### src/gpio_pinmap.svh
// console pad numbering.
// included inside a module body, so every includer gets its own copy.

localparam int PIN_LED        = 0;

// d-pad.
localparam int PIN_DPAD_U     = 1;
localparam int PIN_DPAD_D     = 2;
localparam int PIN_DPAD_L     = 3;
localparam int PIN_DPAD_R     = 4;

// face and system buttons.
localparam int PIN_BTN_A      = 5;
localparam int PIN_BTN_B      = 6;
localparam int PIN_BTN_X      = 7;
localparam int PIN_BTN_Y      = 8;
localparam int PIN_BTN_START  = 9;
localparam int PIN_BTN_SELECT = 10; // last mapped pad.

### src/gpio_pkg.sv
package gpio_pkg;

	// apb bus widths.
	typedef logic [15:0] apb_addr_t;
	typedef logic [31:0] apb_data_t;

	// led, four d-pad directions and six buttons.
	localparam int N_PADS_DEFAULT = 11;

	// register map, one word per register.
	// bit 3 of the offset picks the block and bit 2 picks the register in it.
	localparam apb_addr_t REG_OUT  = 16'h0000; // led output level.
	localparam apb_addr_t REG_DIR  = 16'h0004; // led output enable.
	localparam apb_addr_t REG_IN   = 16'h0008; // synchronized pad levels.
	localparam apb_addr_t REG_EDGE = 16'h000c; // sticky rising edges, write one to clear.

endpackage

### src/gpio_reg_if.sv
`timescale 1ns/1ps

// one register access from the apb slave into a register block.
interface gpio_reg_if;
	import gpio_pkg::*;

	logic      wr_en;   // one cycle strobe.
	logic      reg_sel; // second register of the block.
	apb_data_t wdata;
	apb_data_t rdata;   // combinational from the block.

	modport host (
		output wr_en,
		output reg_sel,
		output wdata,
		input  rdata
	);

	modport dev (
		input  wr_en,
		input  reg_sel,
		input  wdata,
		output rdata
	);

endinterface

### src/reset_sync.sv
`timescale 1ns/1ps

module reset_sync #(
	parameter int SYNC_STAGES = 2
) (
	input  logic clk,
	input  logic rst_n_i,
	output logic rst_n_sync_o
);

	logic [SYNC_STAGES-1:0] chain_q;

	// assert at once, release after SYNC_STAGES edges.
	always_ff @(posedge clk or negedge rst_n_i) begin
		if (!rst_n_i) begin
			chain_q <= '0;
		end else begin
			chain_q <= (chain_q << 1) | 1'b1; // shift ones in.
		end
	end

	assign rst_n_sync_o = chain_q[SYNC_STAGES-1];

endmodule

### src/gpio_apb_slave.sv
`timescale 1ns/1ps

module gpio_apb_slave (
	input  logic                clk,
	input  logic                rst_n_sync,

	input  logic                apbs_psel_i,
	input  logic                apbs_penable_i,
	input  logic                apbs_pwrite_i,
	input  gpio_pkg::apb_addr_t apbs_paddr_i,
	input  gpio_pkg::apb_data_t apbs_pwdata_i,
	output gpio_pkg::apb_data_t apbs_prdata_o,
	output logic                apbs_pready_o,
	output logic                apbs_pslverr_o,

	gpio_reg_if.host            out_if,
	gpio_reg_if.host            in_if
);

	import gpio_pkg::*;

	logic access; // apb access phase.
	logic legal;
	logic sel_in; // input capture block addressed.

	// only the four mapped words are legal.
	always_comb begin
		case (apbs_paddr_i)
			REG_OUT, REG_DIR, REG_IN, REG_EDGE: legal = 1'b1;
			default:                            legal = 1'b0;
		endcase
	end

	assign access = apbs_psel_i && apbs_penable_i;
	assign sel_in = apbs_paddr_i[3];

	assign out_if.wr_en   = access && apbs_pwrite_i && legal && !sel_in;
	assign out_if.reg_sel = apbs_paddr_i[2];
	assign out_if.wdata   = apbs_pwdata_i;

	assign in_if.wr_en    = access && apbs_pwrite_i && legal && sel_in;
	assign in_if.reg_sel  = apbs_paddr_i[2];
	assign in_if.wdata    = apbs_pwdata_i;

	always_comb begin
		apbs_prdata_o = '0;
		if (access && !apbs_pwrite_i && legal) begin
			apbs_prdata_o = sel_in ? in_if.rdata : out_if.rdata;
		end
	end

	assign apbs_pready_o  = 1'b1; // zero wait states.
	assign apbs_pslverr_o = access && !legal;

	a_err_in_access: assert property (@(posedge clk) disable iff (!rst_n_sync)
		$rose(apbs_pslverr_o) |-> apbs_psel_i && apbs_penable_i);

	a_one_block_wr: assert property (@(posedge clk) disable iff (!rst_n_sync)
		$onehot0({out_if.wr_en, in_if.wr_en}));

endmodule

### src/gpio_out_ctrl.sv
`timescale 1ns/1ps

module gpio_out_ctrl #(
	parameter int N_PADS = gpio_pkg::N_PADS_DEFAULT
) (
	input  logic              clk,
	input  logic              rst_n_sync,
	gpio_reg_if.dev           bus,
	output logic [N_PADS-1:0] padout_o,
	output logic [N_PADS-1:0] padoe_o
);

	import gpio_pkg::*;
	`include "gpio_pinmap.svh"

	localparam logic [N_PADS-1:0] LED_BIT = N_PADS'(1) << PIN_LED;

	logic out_q;
	logic dir_q;

	// reg_sel low is REG_OUT, high is REG_DIR.
	always_ff @(posedge clk or negedge rst_n_sync) begin
		if (!rst_n_sync) begin
			out_q <= 1'b0;
			dir_q <= 1'b0;
		end else if (bus.wr_en) begin
			if (bus.reg_sel) begin
				dir_q <= bus.wdata[0];
			end else begin
				out_q <= bus.wdata[0];
			end
		end
	end

	assign bus.rdata = apb_data_t'(bus.reg_sel ? dir_q : out_q);

	// only the led is an output, the rest stay tied low.
	for (genvar i = 0; i < N_PADS; i++) begin : g_pad
		if (i == PIN_LED) begin : g_led
			assign padout_o[i] = out_q;
			assign padoe_o[i]  = dir_q;
		end else begin : g_unused
			assign padout_o[i] = 1'b0;
			assign padoe_o[i]  = 1'b0;
		end
	end

	a_unused_oe_low: assert property (@(posedge clk)
		(padoe_o & ~LED_BIT) == '0);

endmodule

### src/gpio_in_capture.sv
`timescale 1ns/1ps

module gpio_in_capture #(
	parameter int N_PADS = gpio_pkg::N_PADS_DEFAULT
) (
	input  logic              clk,
	input  logic              rst_n_sync,
	gpio_reg_if.dev           bus,
	input  logic [N_PADS-1:0] padin_i,
	output logic              irq_o
);

	import gpio_pkg::*;
	`include "gpio_pinmap.svh"

	// d-pad and button pads, anything above the map is a plain input.
	function automatic logic [N_PADS-1:0] btn_mask();
		logic [N_PADS-1:0] m;
		m = '0;
		for (int i = PIN_DPAD_U; i <= PIN_BTN_SELECT && i < N_PADS; i++) begin
			m[i] = 1'b1;
		end
		return m;
	endfunction

	localparam logic [N_PADS-1:0] BTN_MASK = btn_mask();

	logic [N_PADS-1:0] sync1_q;
	logic [N_PADS-1:0] sync2_q;
	logic [N_PADS-1:0] prev_q;  // sync2_q one cycle later.
	logic [N_PADS-1:0] edge_q;
	logic [N_PADS-1:0] rise;
	logic [N_PADS-1:0] clr;

	assign rise = sync2_q & ~prev_q & BTN_MASK;
	assign clr  = (bus.wr_en && bus.reg_sel) ? (bus.wdata[N_PADS-1:0] & BTN_MASK) : '0;

	always_ff @(posedge clk or negedge rst_n_sync) begin
		if (!rst_n_sync) begin
			sync1_q <= '0;
			sync2_q <= '0;
			prev_q  <= '0;
			edge_q  <= '0;
		end else begin
			sync1_q <= padin_i;
			sync2_q <= sync1_q;
			prev_q  <= sync2_q;
			edge_q  <= (edge_q & ~clr) | rise; // set wins over clear.
		end
	end

	// reg_sel low is REG_IN, high is REG_EDGE.
	assign bus.rdata = bus.reg_sel ? apb_data_t'(edge_q) : apb_data_t'(sync2_q);

	assign irq_o = |edge_q;

	// each new flag needs a synchronized low-to-high one cycle before.
	a_edge_has_cause: assert property (@(posedge clk) disable iff (!rst_n_sync)
		(edge_q & ~$past(edge_q) & ~$past(sync2_q & ~prev_q)) == '0);

endmodule

### src/gpio_top.sv
`timescale 1ns/1ps

module gpio_top #(
	parameter int N_PADS = gpio_pkg::N_PADS_DEFAULT
) (
	input  logic                clk,
	input  logic                rst_n,

	input  logic                apbs_psel_i,
	input  logic                apbs_penable_i,
	input  logic                apbs_pwrite_i,
	input  gpio_pkg::apb_addr_t apbs_paddr_i,
	input  gpio_pkg::apb_data_t apbs_pwdata_i,
	output gpio_pkg::apb_data_t apbs_prdata_o,
	output logic                apbs_pready_o,
	output logic                apbs_pslverr_o,

	output logic [N_PADS-1:0]   padout_o,
	output logic [N_PADS-1:0]   padoe_o,
	input  logic [N_PADS-1:0]   padin_i,
	output logic                irq_o
);

	logic rst_n_sync;

	gpio_reg_if out_if ();
	gpio_reg_if in_if ();

	reset_sync #(
		.SYNC_STAGES (2)
	) i_reset_sync (
		.clk          (clk),
		.rst_n_i      (rst_n),
		.rst_n_sync_o (rst_n_sync)
	);

	gpio_apb_slave i_apb_slave (
		.clk            (clk),
		.rst_n_sync     (rst_n_sync),
		.apbs_psel_i    (apbs_psel_i),
		.apbs_penable_i (apbs_penable_i),
		.apbs_pwrite_i  (apbs_pwrite_i),
		.apbs_paddr_i   (apbs_paddr_i),
		.apbs_pwdata_i  (apbs_pwdata_i),
		.apbs_prdata_o  (apbs_prdata_o),
		.apbs_pready_o  (apbs_pready_o),
		.apbs_pslverr_o (apbs_pslverr_o),
		.out_if         (out_if.host),
		.in_if          (in_if.host)
	);

	// led output and direction.
	gpio_out_ctrl #(
		.N_PADS (N_PADS)
	) i_out_ctrl (
		.clk        (clk),
		.rst_n_sync (rst_n_sync),
		.bus        (out_if.dev),
		.padout_o   (padout_o),
		.padoe_o    (padoe_o)
	);

	// pad sampling, edge flags and interrupt.
	gpio_in_capture #(
		.N_PADS (N_PADS)
	) i_in_capture (
		.clk        (clk),
		.rst_n_sync (rst_n_sync),
		.bus        (in_if.dev),
		.padin_i    (padin_i),
		.irq_o      (irq_o)
	);

endmodule

### config.mk
export PLATFORM = sky130hd
export DESIGN_NAME = gpio_top
export DESIGN_NICKNAME = d
export VERILOG_FILES = /design/src/gpio_pkg.sv /design/src/gpio_reg_if.sv /design/src/reset_sync.sv /design/src/gpio_apb_slave.sv /design/src/gpio_out_ctrl.sv /design/src/gpio_in_capture.sv /design/src/gpio_top.sv
export VERILOG_INCLUDE_DIRS = /design/src
export SDC_FILE = /design/constraint.sdc
export NUM_CORES = 1
export LEC_CHECK = 0
export ABC_AREA = 0
export BUFFER_PORTS_ARGS = -buffer_cell sky130_fd_sc_hd__buf_2
export CAP_MARGIN = 5
export CORE_ASPECT_RATIO = 1.4
export CORE_MARGIN = 5
export CORE_UTILIZATION = 39
export DETAILED_ROUTE_END_ITERATION = 12
export PLACE_DENSITY = 0.84
export SYNTH_ARGS = -nofsm -noshare
export SYNTH_HDL_FRONTEND = slang
export SYNTH_SLANG_ARGS = --single-unit
### constraint.sdc
create_clock -name clk -period 1.35 [get_ports clk]
set_input_delay 0.0675 -clock clk [delete_from_list [all_inputs] [get_ports clk]]
set_output_delay 0.0675 -clock clk [all_outputs]
set_load 0.01 [all_outputs]
==> run_results.csv, run 1 <==
group,metric,value,unit
sta,rsz0062_at_grt,"true",
final_layout,instances_no_fill,329,
setup_path,crit_fanout,3,
yosys,synth_top_family_by_area,"buffers and inverters",
power_and_ir_drop,finalPower,0.002550,W
placement,dp.cells,302,
clock_tree,cts-root-buf,"clkbuf_8",
setup_path,r2r_cells,3,
final_layout,fin_util,0.5198,
setup_path,slowest_stage,"nor4_4",
die,die_width,71.27,um
placement,port_buffers,57,
die,placementRows,31,
sta,slew_violations,0,
sta,fin_crit,1.475,ns
clock_tree,cts.sinks,46,
yosys,synthAdderAreaFrac,0,
yosys,yosys_warnings,0,
yosys,yosysUniqueCellTypes,26,
die,die_h,95.77,um
setup_path,endpoint_kind,"primary output",
setup_path,cpPeakStageDelay,0.32,ns
yosys,muxShareOfSynthArea,0.06471,
global_route,grt_pass1_wl,6161,um
die,start_util,0.3973,
global_route,antenna_found_initial,0,
clock_tree,cts_tree,"done",
detailed_routing,drt_iter0_drc,81,
yosys,synth_xor_area_frac,0,
die,core_area,5159,sq um
global_route,grt_use_total,0.1157,
setup_path,path_cells,"buf_6, nor4_4, nand4_2, buf_4, buf_4, buf_4, nor3_2, buf_2",
power_and_ir_drop,p_per_area,951.0,nW/um^2
sta,fin_crit_sh,1.093,
die,die_area,6825,sq um
final_layout,nFillCells,428,
final_layout,syn2layout_area_growth,30.83,%
clock_tree,htreeDepth,2,
setup_path,cp_top_family,"buffers and inverters",
setup_path,worstSetupPathDepth,8,
detailed_routing,vias,1400,
global_route,gr-total-overflow,0,
detailed_routing,viasPerCell,4.255,
job,maxCapViolCount,0,
yosys,synthCells,181,
detailed_routing,detail-route-antenna-nets,0,
yosys,yosys.area.top_type_share,0.5617,
placement,preCtsSetupSlack,-0.2341,ns
worst_hold_path,worst_hold_path.num_cells,2,
sta,clock.fmax,677.8,MHz
detailed_routing,drtPass1Iterations,4,
final_layout,antenna-diode-count,0,
yosys,synthSimpleGateAreaFrac,0.1184,
final_layout,multi_input_area,733.2,sq um
sta,clock_skew,0.006278,ns
clock_tree,ctsLongestPathBuffers,2,
global_route,grt_pass1_vias,1414,
worst_hold_path,min_path_type,"in2reg",
setup_path,path_buf_inv,5,
yosys,ys_seq_area_frac,0.5617,
die,num_io_pins,121,
final_layout,drive_gt1_frac,0.3878,
placement,gp_congestion,0.7699,
yosys,ys_ff_latch,46,
yosys,synth.avg_cell_area,11.32,sq um
detailed_routing,wl,4231,um
clock_tree,clkSlewWorstSetupHoldPaths,0.08,ns
outcome,violations,"negative setup slack",
placement,dpl_cell_area,2271,sq um
yosys,yosys.area.top_type,"dfrtp_1",
setup_path,crit_type,"in2out",
power_and_ir_drop,ir_drop,418.8,uV
final_layout,seqCellArea,1152,sq um
detailed_routing,drc,0,
sta,setup_ws,-0.1254,ns
sta,final_hold_viol_count,0,
power_and_ir_drop,leakage,1.330,nW
setup_path,arrival,1.41,ns
clock_tree,cts_buffers,5,
setup_path,cp-start-kind,"primary input",
yosys,netlist_area,2049,sq um
yosys,synth-compound-area-share,0.05617,
clock_tree,clk_latency,0.29,ns
final_layout,final_nets,326,
outcome,outcome,"complete, but fails checks",
setup_path,required,1.28,ns
setup_path,crit_top_cell,"buf_4",
global_route,grt_start_max_net_pins,45,
yosys,synth_area_leaders,"dfrtp_1, buf_4, mux2i_1",
final_layout,stdcell_area,2681,sq um
placement,dp_hpwl,2935,um
sta,setup_viol,12,
detailed_routing,post_drt_wl_per_cell,12.86,um
[worst paths after layout]
check / slack, ns / end / from
worst max register to register: 0.53 / i_in_capture.edge_q[1]$_DFF_PN0_ / i_in_capture.edge_q[1]$_DFF_PN0_
max in group asynchronous: 0.92 / i_in_capture.sync1_q[2]$_DFF_PN0_ / i_reset_sync.chain_q[1]$_DFF_PN0_
min in group asynchronous: 0.09 / i_reset_sync.chain_q[1]$_DFF_PN0_ / rst_n
worst min-delay path: 0.02 / i_out_ctrl.out_q$_DFFE_PN0P_ / apbs_pwdata_i[0]
worst min register to register: 0.23 / i_in_capture.sync2_q[0]$_DFF_PN0_ / i_reset_sync.chain_q[1]$_DFF_PN0_
worst max-delay path: -0.13 / apbs_prdata_o[0] / apbs_paddr_i[6]
[cells in the mapped netlist]
master,instances
nor4b_2,1
nor3_1,1
clkbuf_1,1
inv_1,11
mux2i_1,11
dfrtp_1,46
nand2_1,11
buf_6,1
a31oi_1,1
and4bb_2,1
conb_1,2
buf_2,2
o21ai_0,19
mux2_2,2
buf_4,44
nor2_1,12
buf_1,1
nand4_2,1
o21ai_1,1
and3_1,1
nor4_1,2
nor2_2,2
or3_1,1
nor4_4,3
nand3_1,2
a41oi_1,1
[layout by cell type, fill, tap and decap left out]
cell,instances
nor3_2,1
buf_6,9
and4bb_2,1
nor4b_4,1
dlygate4sd3_1,12
mux2i_1,11
buf_4,10
a41oi_1,1
o21ai_0,19
inv_1,11
buf_8,1
or3_4,1
mux2_2,1
nand3_1,2
dfrtp_2,1
nor2_1,3
buf_2,49
o21ai_1,1
mux2_4,1
dfrtp_1,45
nand4_2,1
and3_1,1
buf_12,1
a31oi_1,1
conb_1,43
clkbuf_8,6
nand2_1,11
nor2_4,3
clkinv_2,1
nor2_2,8
clkinvlp_4,1
nor4_2,1
nor4_4,4
[cells by family after synthesis]
kind of cell	count (synthesis)
buffers and inverters	60
DFF	46
and+or+nand+nor	38
AOI/OAI and AO/OA	22
muxes	13
other	2
[what timing repair did]
action                                  CTS  global route
resized for setup                        14            17
gates cloned                              1             0
pin swaps                                16             6
endpoints found under the setup margin   11            13
hold buffers                             12             0
setup buffers                             3             3
endpoints found under the hold margin    13             0
[power breakdown]
group / total (W) / switching (W) / internal, W
clock: 0.000835 / 0.000423 / 0.000411
combinational: 0.000266 / 0.000154 / 0.000112
sequential: 0.00145 / 0.0000213 / 0.00143
[per-layer routing]
layer / global-route usage / part of all wire / vias up / wire, um
li1: - / - / 662 / -
met1: 0.1170 / 0.34 / 646 / 1445
met2: 0.2002 / 0.53 / 81 / 2230
met3: 0.03344 / 0.10 / 11 / 434
met4: 0.08621 / 0.029 / 0 / 121
met5: 0 / 0 / - / 0
[worst reg2reg max path: stages (launching register included)]
cell,delay [ns]
dfrtp_1,0.42
buf_4,0.15
o21ai_0,0.06
o21ai_1,0.08
[metrics by stage]
step                      hold WS (ns)  setup TNS (ns)
after floorplan                -0.2281               0
after global placement         -0.1476          -1.582
after detailed placement       -0.1456          -1.922
after CTS                      0.01317          -1.023
after global routing          0.004309          -2.065
final                          0.02461          -1.250
[layout make-up]
| type | instances | share of cell area |
|---|---|---|
| Clock inverter | 2 | 0.004666 |
| Sequential cell | 46 | 0.4298 |
| Timing Repair Buffer | 82 | 0.2151 |
| Multi-Input combinational cell | 116 | 0.2734 |
| Inverter | 11 | 0.01540 |
| Clock buffer | 6 | 0.03080 |
| Tap cell | 66 | 0.03080 |
[state kept, by name (all words and copies together), names as in the netlist]
signal / cells
i_in_capture.sync1_q: 11
i_in_capture.sync2_q: 11
i_in_capture.edge_q: 10
i_in_capture.prev_q: 10
i_reset_sync.chain_q: 2
i_out_ctrl.dir_q: 1
i_out_ctrl.out_q: 1
Note: power is estimated with default switching activity, not from simulation.
==> run 2, diff against run 1 <==
--- a/config.mk
+++ b/config.mk
@@ -6,14 +6,13 @@
 export SDC_FILE = /design/constraint.sdc
 export NUM_CORES = 1
 export LEC_CHECK = 0
-export ABC_AREA = 0
+export ABC_AREA = 1
 export BUFFER_PORTS_ARGS = -buffer_cell sky130_fd_sc_hd__buf_2
-export CAP_MARGIN = 5
 export CORE_ASPECT_RATIO = 1.4
 export CORE_MARGIN = 5
 export CORE_UTILIZATION = 39
 export DETAILED_ROUTE_END_ITERATION = 12
-export PLACE_DENSITY = 0.84
+export PLACE_DENSITY = 0.83
 export SYNTH_ARGS = -nofsm -noshare
 export SYNTH_HDL_FRONTEND = slang
 export SYNTH_SLANG_ARGS = --single-unit
==> run_results.csv, run 2 <==
group,metric,value,unit
die,die_area,6946,sq um
detailed_routing,wl,4040,um
global_route,gr-total-overflow,0,
clock_tree,ctsLongestPathBuffers,2,
final_layout,final_cell_mix,"buf_2, dfrtp_1, conb_1",
outcome,outcome,"finished, final reports clean",
setup_path,slowest_stage,"dfrtp_1",
yosys,synth_area_leaders,"dfrtp_1, buf_4, nand2_1",
setup_path,required,1.28,ns
placement,gp_congestion,0.7598,
setup_path,worstSetupPathDepth,3,
detailed_routing,detail-route-antenna-nets,0,
detailed_routing,vias,1471,
yosys,yosys_warnings,0,
detailed_routing,drt_iter0_drc,62,
yosys,ys_async_sr_fraction,1.000,
setup_path,path_cells,"nor4_2, nand3_1, buf_2",
yosys,yosysMostFrequentCell,"dfrtp_1",
power_and_ir_drop,p_per_area,1045,nW/um^2
setup_path,endpoint_kind,"primary output",
final_layout,final_common_cell,"buf_2",
placement,port_buffers,57,
sta,worstMarginPinSlew,0.5348,ns
setup_path,path_buf_inv,1,
detailed_routing,route.met2.wl,2272,um
setup_path,r2r-end,"i_in_capture.edge_q[10]$_DFF_PN0_",
detailed_routing,drt-met1-wl,1307,um
detailed_routing,post_drt_wl_per_cell,11.61,um
clock_tree,cts.sinks,46,
yosys,yosysUniqueCellTypes,22,
yosys,synth_edf_count,0,
setup_path,cpPeakStageDelay,0.41,ns
yosys,synthCells,207,
yosys,yosys.area.top_type,"dfrtp_1",
power_and_ir_drop,leakage,1.347,nW
die,num_io_pins,121,
sta,setup_ws,0.02906,ns
placement,dp_hpwl,3095,um
setup_path,cp-start-kind,"flip-flop",
clock_tree,cts_tree,"done",
clock_tree,cts_buffers,5,
die,die_h,96.63,um
final_layout,final_nets,345,
clock_tree,htreeDepth,2,
yosys,ys_seq_area_frac,0.5506,
setup_path,cp_top_family,"flip-flops",
detailed_routing,viasPerCell,4.227,
final_layout,antenna-diode-count,0,
global_route,grt_start_max_net_pins,45,
global_route,antenna_found_initial,0,
global_route,grt_pass1_wl,6686,um
final_layout,syn2layout_area_growth,22.98,%
yosys,ys_ff_latch,46,
sta,clock_skew,0.007292,ns
clock_tree,clk_latency,0.29,ns
final_layout,fin_util,0.4947,
detailed_routing,drtPass1Iterations,4,
setup_path,rr_startpoint,"i_in_capture.edge_q[10]$_DFF_PN0_",
placement,preCtsSetupSlack,-0.008656,ns
setup_path,worstSetupStartpoint,"i_in_capture.edge_q[10]$_DFF_PN0_",
detailed_routing,met3_length,437,um
sta,final_hold_viol_count,0,
setup_path,r2r_cells,3,
yosys,yosys.area.top_type_share,0.5506,
sta,relSlewSlack,0.6431,
yosys,netlist_area,2091,sq um
setup_path,arrival,1.25,ns
global_route,grt_use_total,0.1182,
final_layout,reg_top3,"i_in_capture.sync1_q (11), i_in_capture.sync2_q (11)",
yosys,synth_ff_type,"dfrtp_1",
setup_path,crit_type,"reg2out",
final_layout,drive_gt1_frac,0.3298,
setup_path,crit_end,"irq_o",
die,placementRows,31,
die,core_area,5197,sq um
yosys,synth_common_cells,"dfrtp_1, buf_4, nand2_1",
die,start_util,0.4023,
sta,fin_crit,1.321,ns
clock_tree,cts-root-buf,"clkbuf_8",
setup_path,crit_fanout,2,
sta,rsz0062_at_grt,"true",
detailed_routing,drc,0,
setup_path,r2r_setup_slack,0.59,ns
global_route,grt_pass1_vias,1584,
sta,setup_viol,0,
clock_tree,clkSlewWorstSetupHoldPaths,0.08,ns
sta,clock.fmax,757.0,MHz
power_and_ir_drop,ir_drop,640.4,uV
sta,fin_crit_sh,0.9785,
worst_hold_path,min_path_type,"in2reg",
detailed_routing,top_layer,"met4",
yosys,synth.avg_cell_area,10.10,sq um
sta,slew_violations,0,
job,maxCapViolCount,0,
die,die_width,71.88,um
==> run 2: cell count changes after synthesis, moves of 9 or more <==
cell | previous run | this run
o21ai_0 | 19 | 1
nand3_2 | 0 | 9
nor2_1 | 12 | 21
nand2_1 | 11 | 39
mux2i_1 | 11 | 0
a22oi_1 | 0 | 10
==> run 2: power breakdown <==
group / switching, W / internal (W) / total, W / leakage, nW
Combinational: 0.000154 / 0.000104 / 0.000258 / 0.778
Clock: 0.000431 / 0.000545 / 0.000976 / 0.0579
Sequential: 0.0000237 / 0.00143 / 0.00145 / 0.511
Total: 0.000609 / 0.00208 / 0.00269 / 1.35
==> run 2: final cells by class <==
cell class | instances | area [sq um]
tap | 66 | 82.58
clock inverter | 3 | 40.04
clock buffer | 5 | 68.82
inverter | 13 | 48.80
multi-input combinational | 140 | 715.7
sequential | 46 | 1152
fill | 508 | 2626
timing repair buffer | 75 | 462.9
==> run 2: layer usage <==
layer,track usage,up-vias
met1,0.1145,685
met5,0,-
met3,0.03216,2
met4,0.03907,0
li1,-,710
met2,0.2302,74
==> run 2: worst min-delay path by stage <==
stage | depth (start not counted) | slack, ns | start | end
2_1_floorplan | 0 | -0.23 | rst_n | i_reset_sync.chain_q[0]$_DFF_PN0_
3_3_place_gp | 1 | -0.15 | rst_n | i_reset_sync.chain_q[0]$_DFF_PN0_
6_report | 4 | 0.04 | apbs_pwdata_i[10] | i_in_capture.edge_q[10]$_DFF_PN0_
5_1_grt | 4 | 0.04 | apbs_pwdata_i[7] | i_in_capture.edge_q[7]$_DFF_PN0_
3_5_place_dp | 1 | -0.15 | rst_n | i_reset_sync.chain_q[0]$_DFF_PN0_
4_1_cts | 4 | 0.03 | apbs_pwdata_i[10] | i_in_capture.edge_q[10]$_DFF_PN0_
==> run 2: logic make-up (layout without fill, tap and decap cells) <==
family	Yosys count	after routing	share of synthesized area
simple gates	84	84	0.2035
compound gates	13	13	0.04488
other cells	2	43	0.003592
buf+inv	62	96	0.1975
flops	46	46	0.5506
==> run 2: worst min-delay path, cell delays in order <==
cell     delay [ns]
buf_2          0.08
nand3_1        0.06
nand2_1        0.05
nand2_1        0.04
==> run 2: repair_timing <==
item / CTS / global route
hold endpoints to repair: 13 / 0
hold buffers: 12 / 0
buffers inserted: 0 / 2
resized for setup: 3 / 5
setup endpoints to repair: 3 / 2
pin swaps: 0 / 3
==> run 2: through the flow <==
stage | TNS (ns) | instance area, sq um | total power, W | std cells | hold WS, ns
floorplan | 0 | 2246 | 0.001693 | 248 | -0.2281
global placement | 0 | 2292 | 0.001694 | 326 | -0.1475
detailed placement | -0.008656 | 2292 | 0.001706 | 326 | -0.1467
CTS | -0.005257 | 2536 | 0.002722 | 346 | 0.02967
global route | -0.08942 | 2571 | 0.002821 | 348 | 0.04256
finish | 0 | 2571 | 0.002686 | 348 | 0.03676
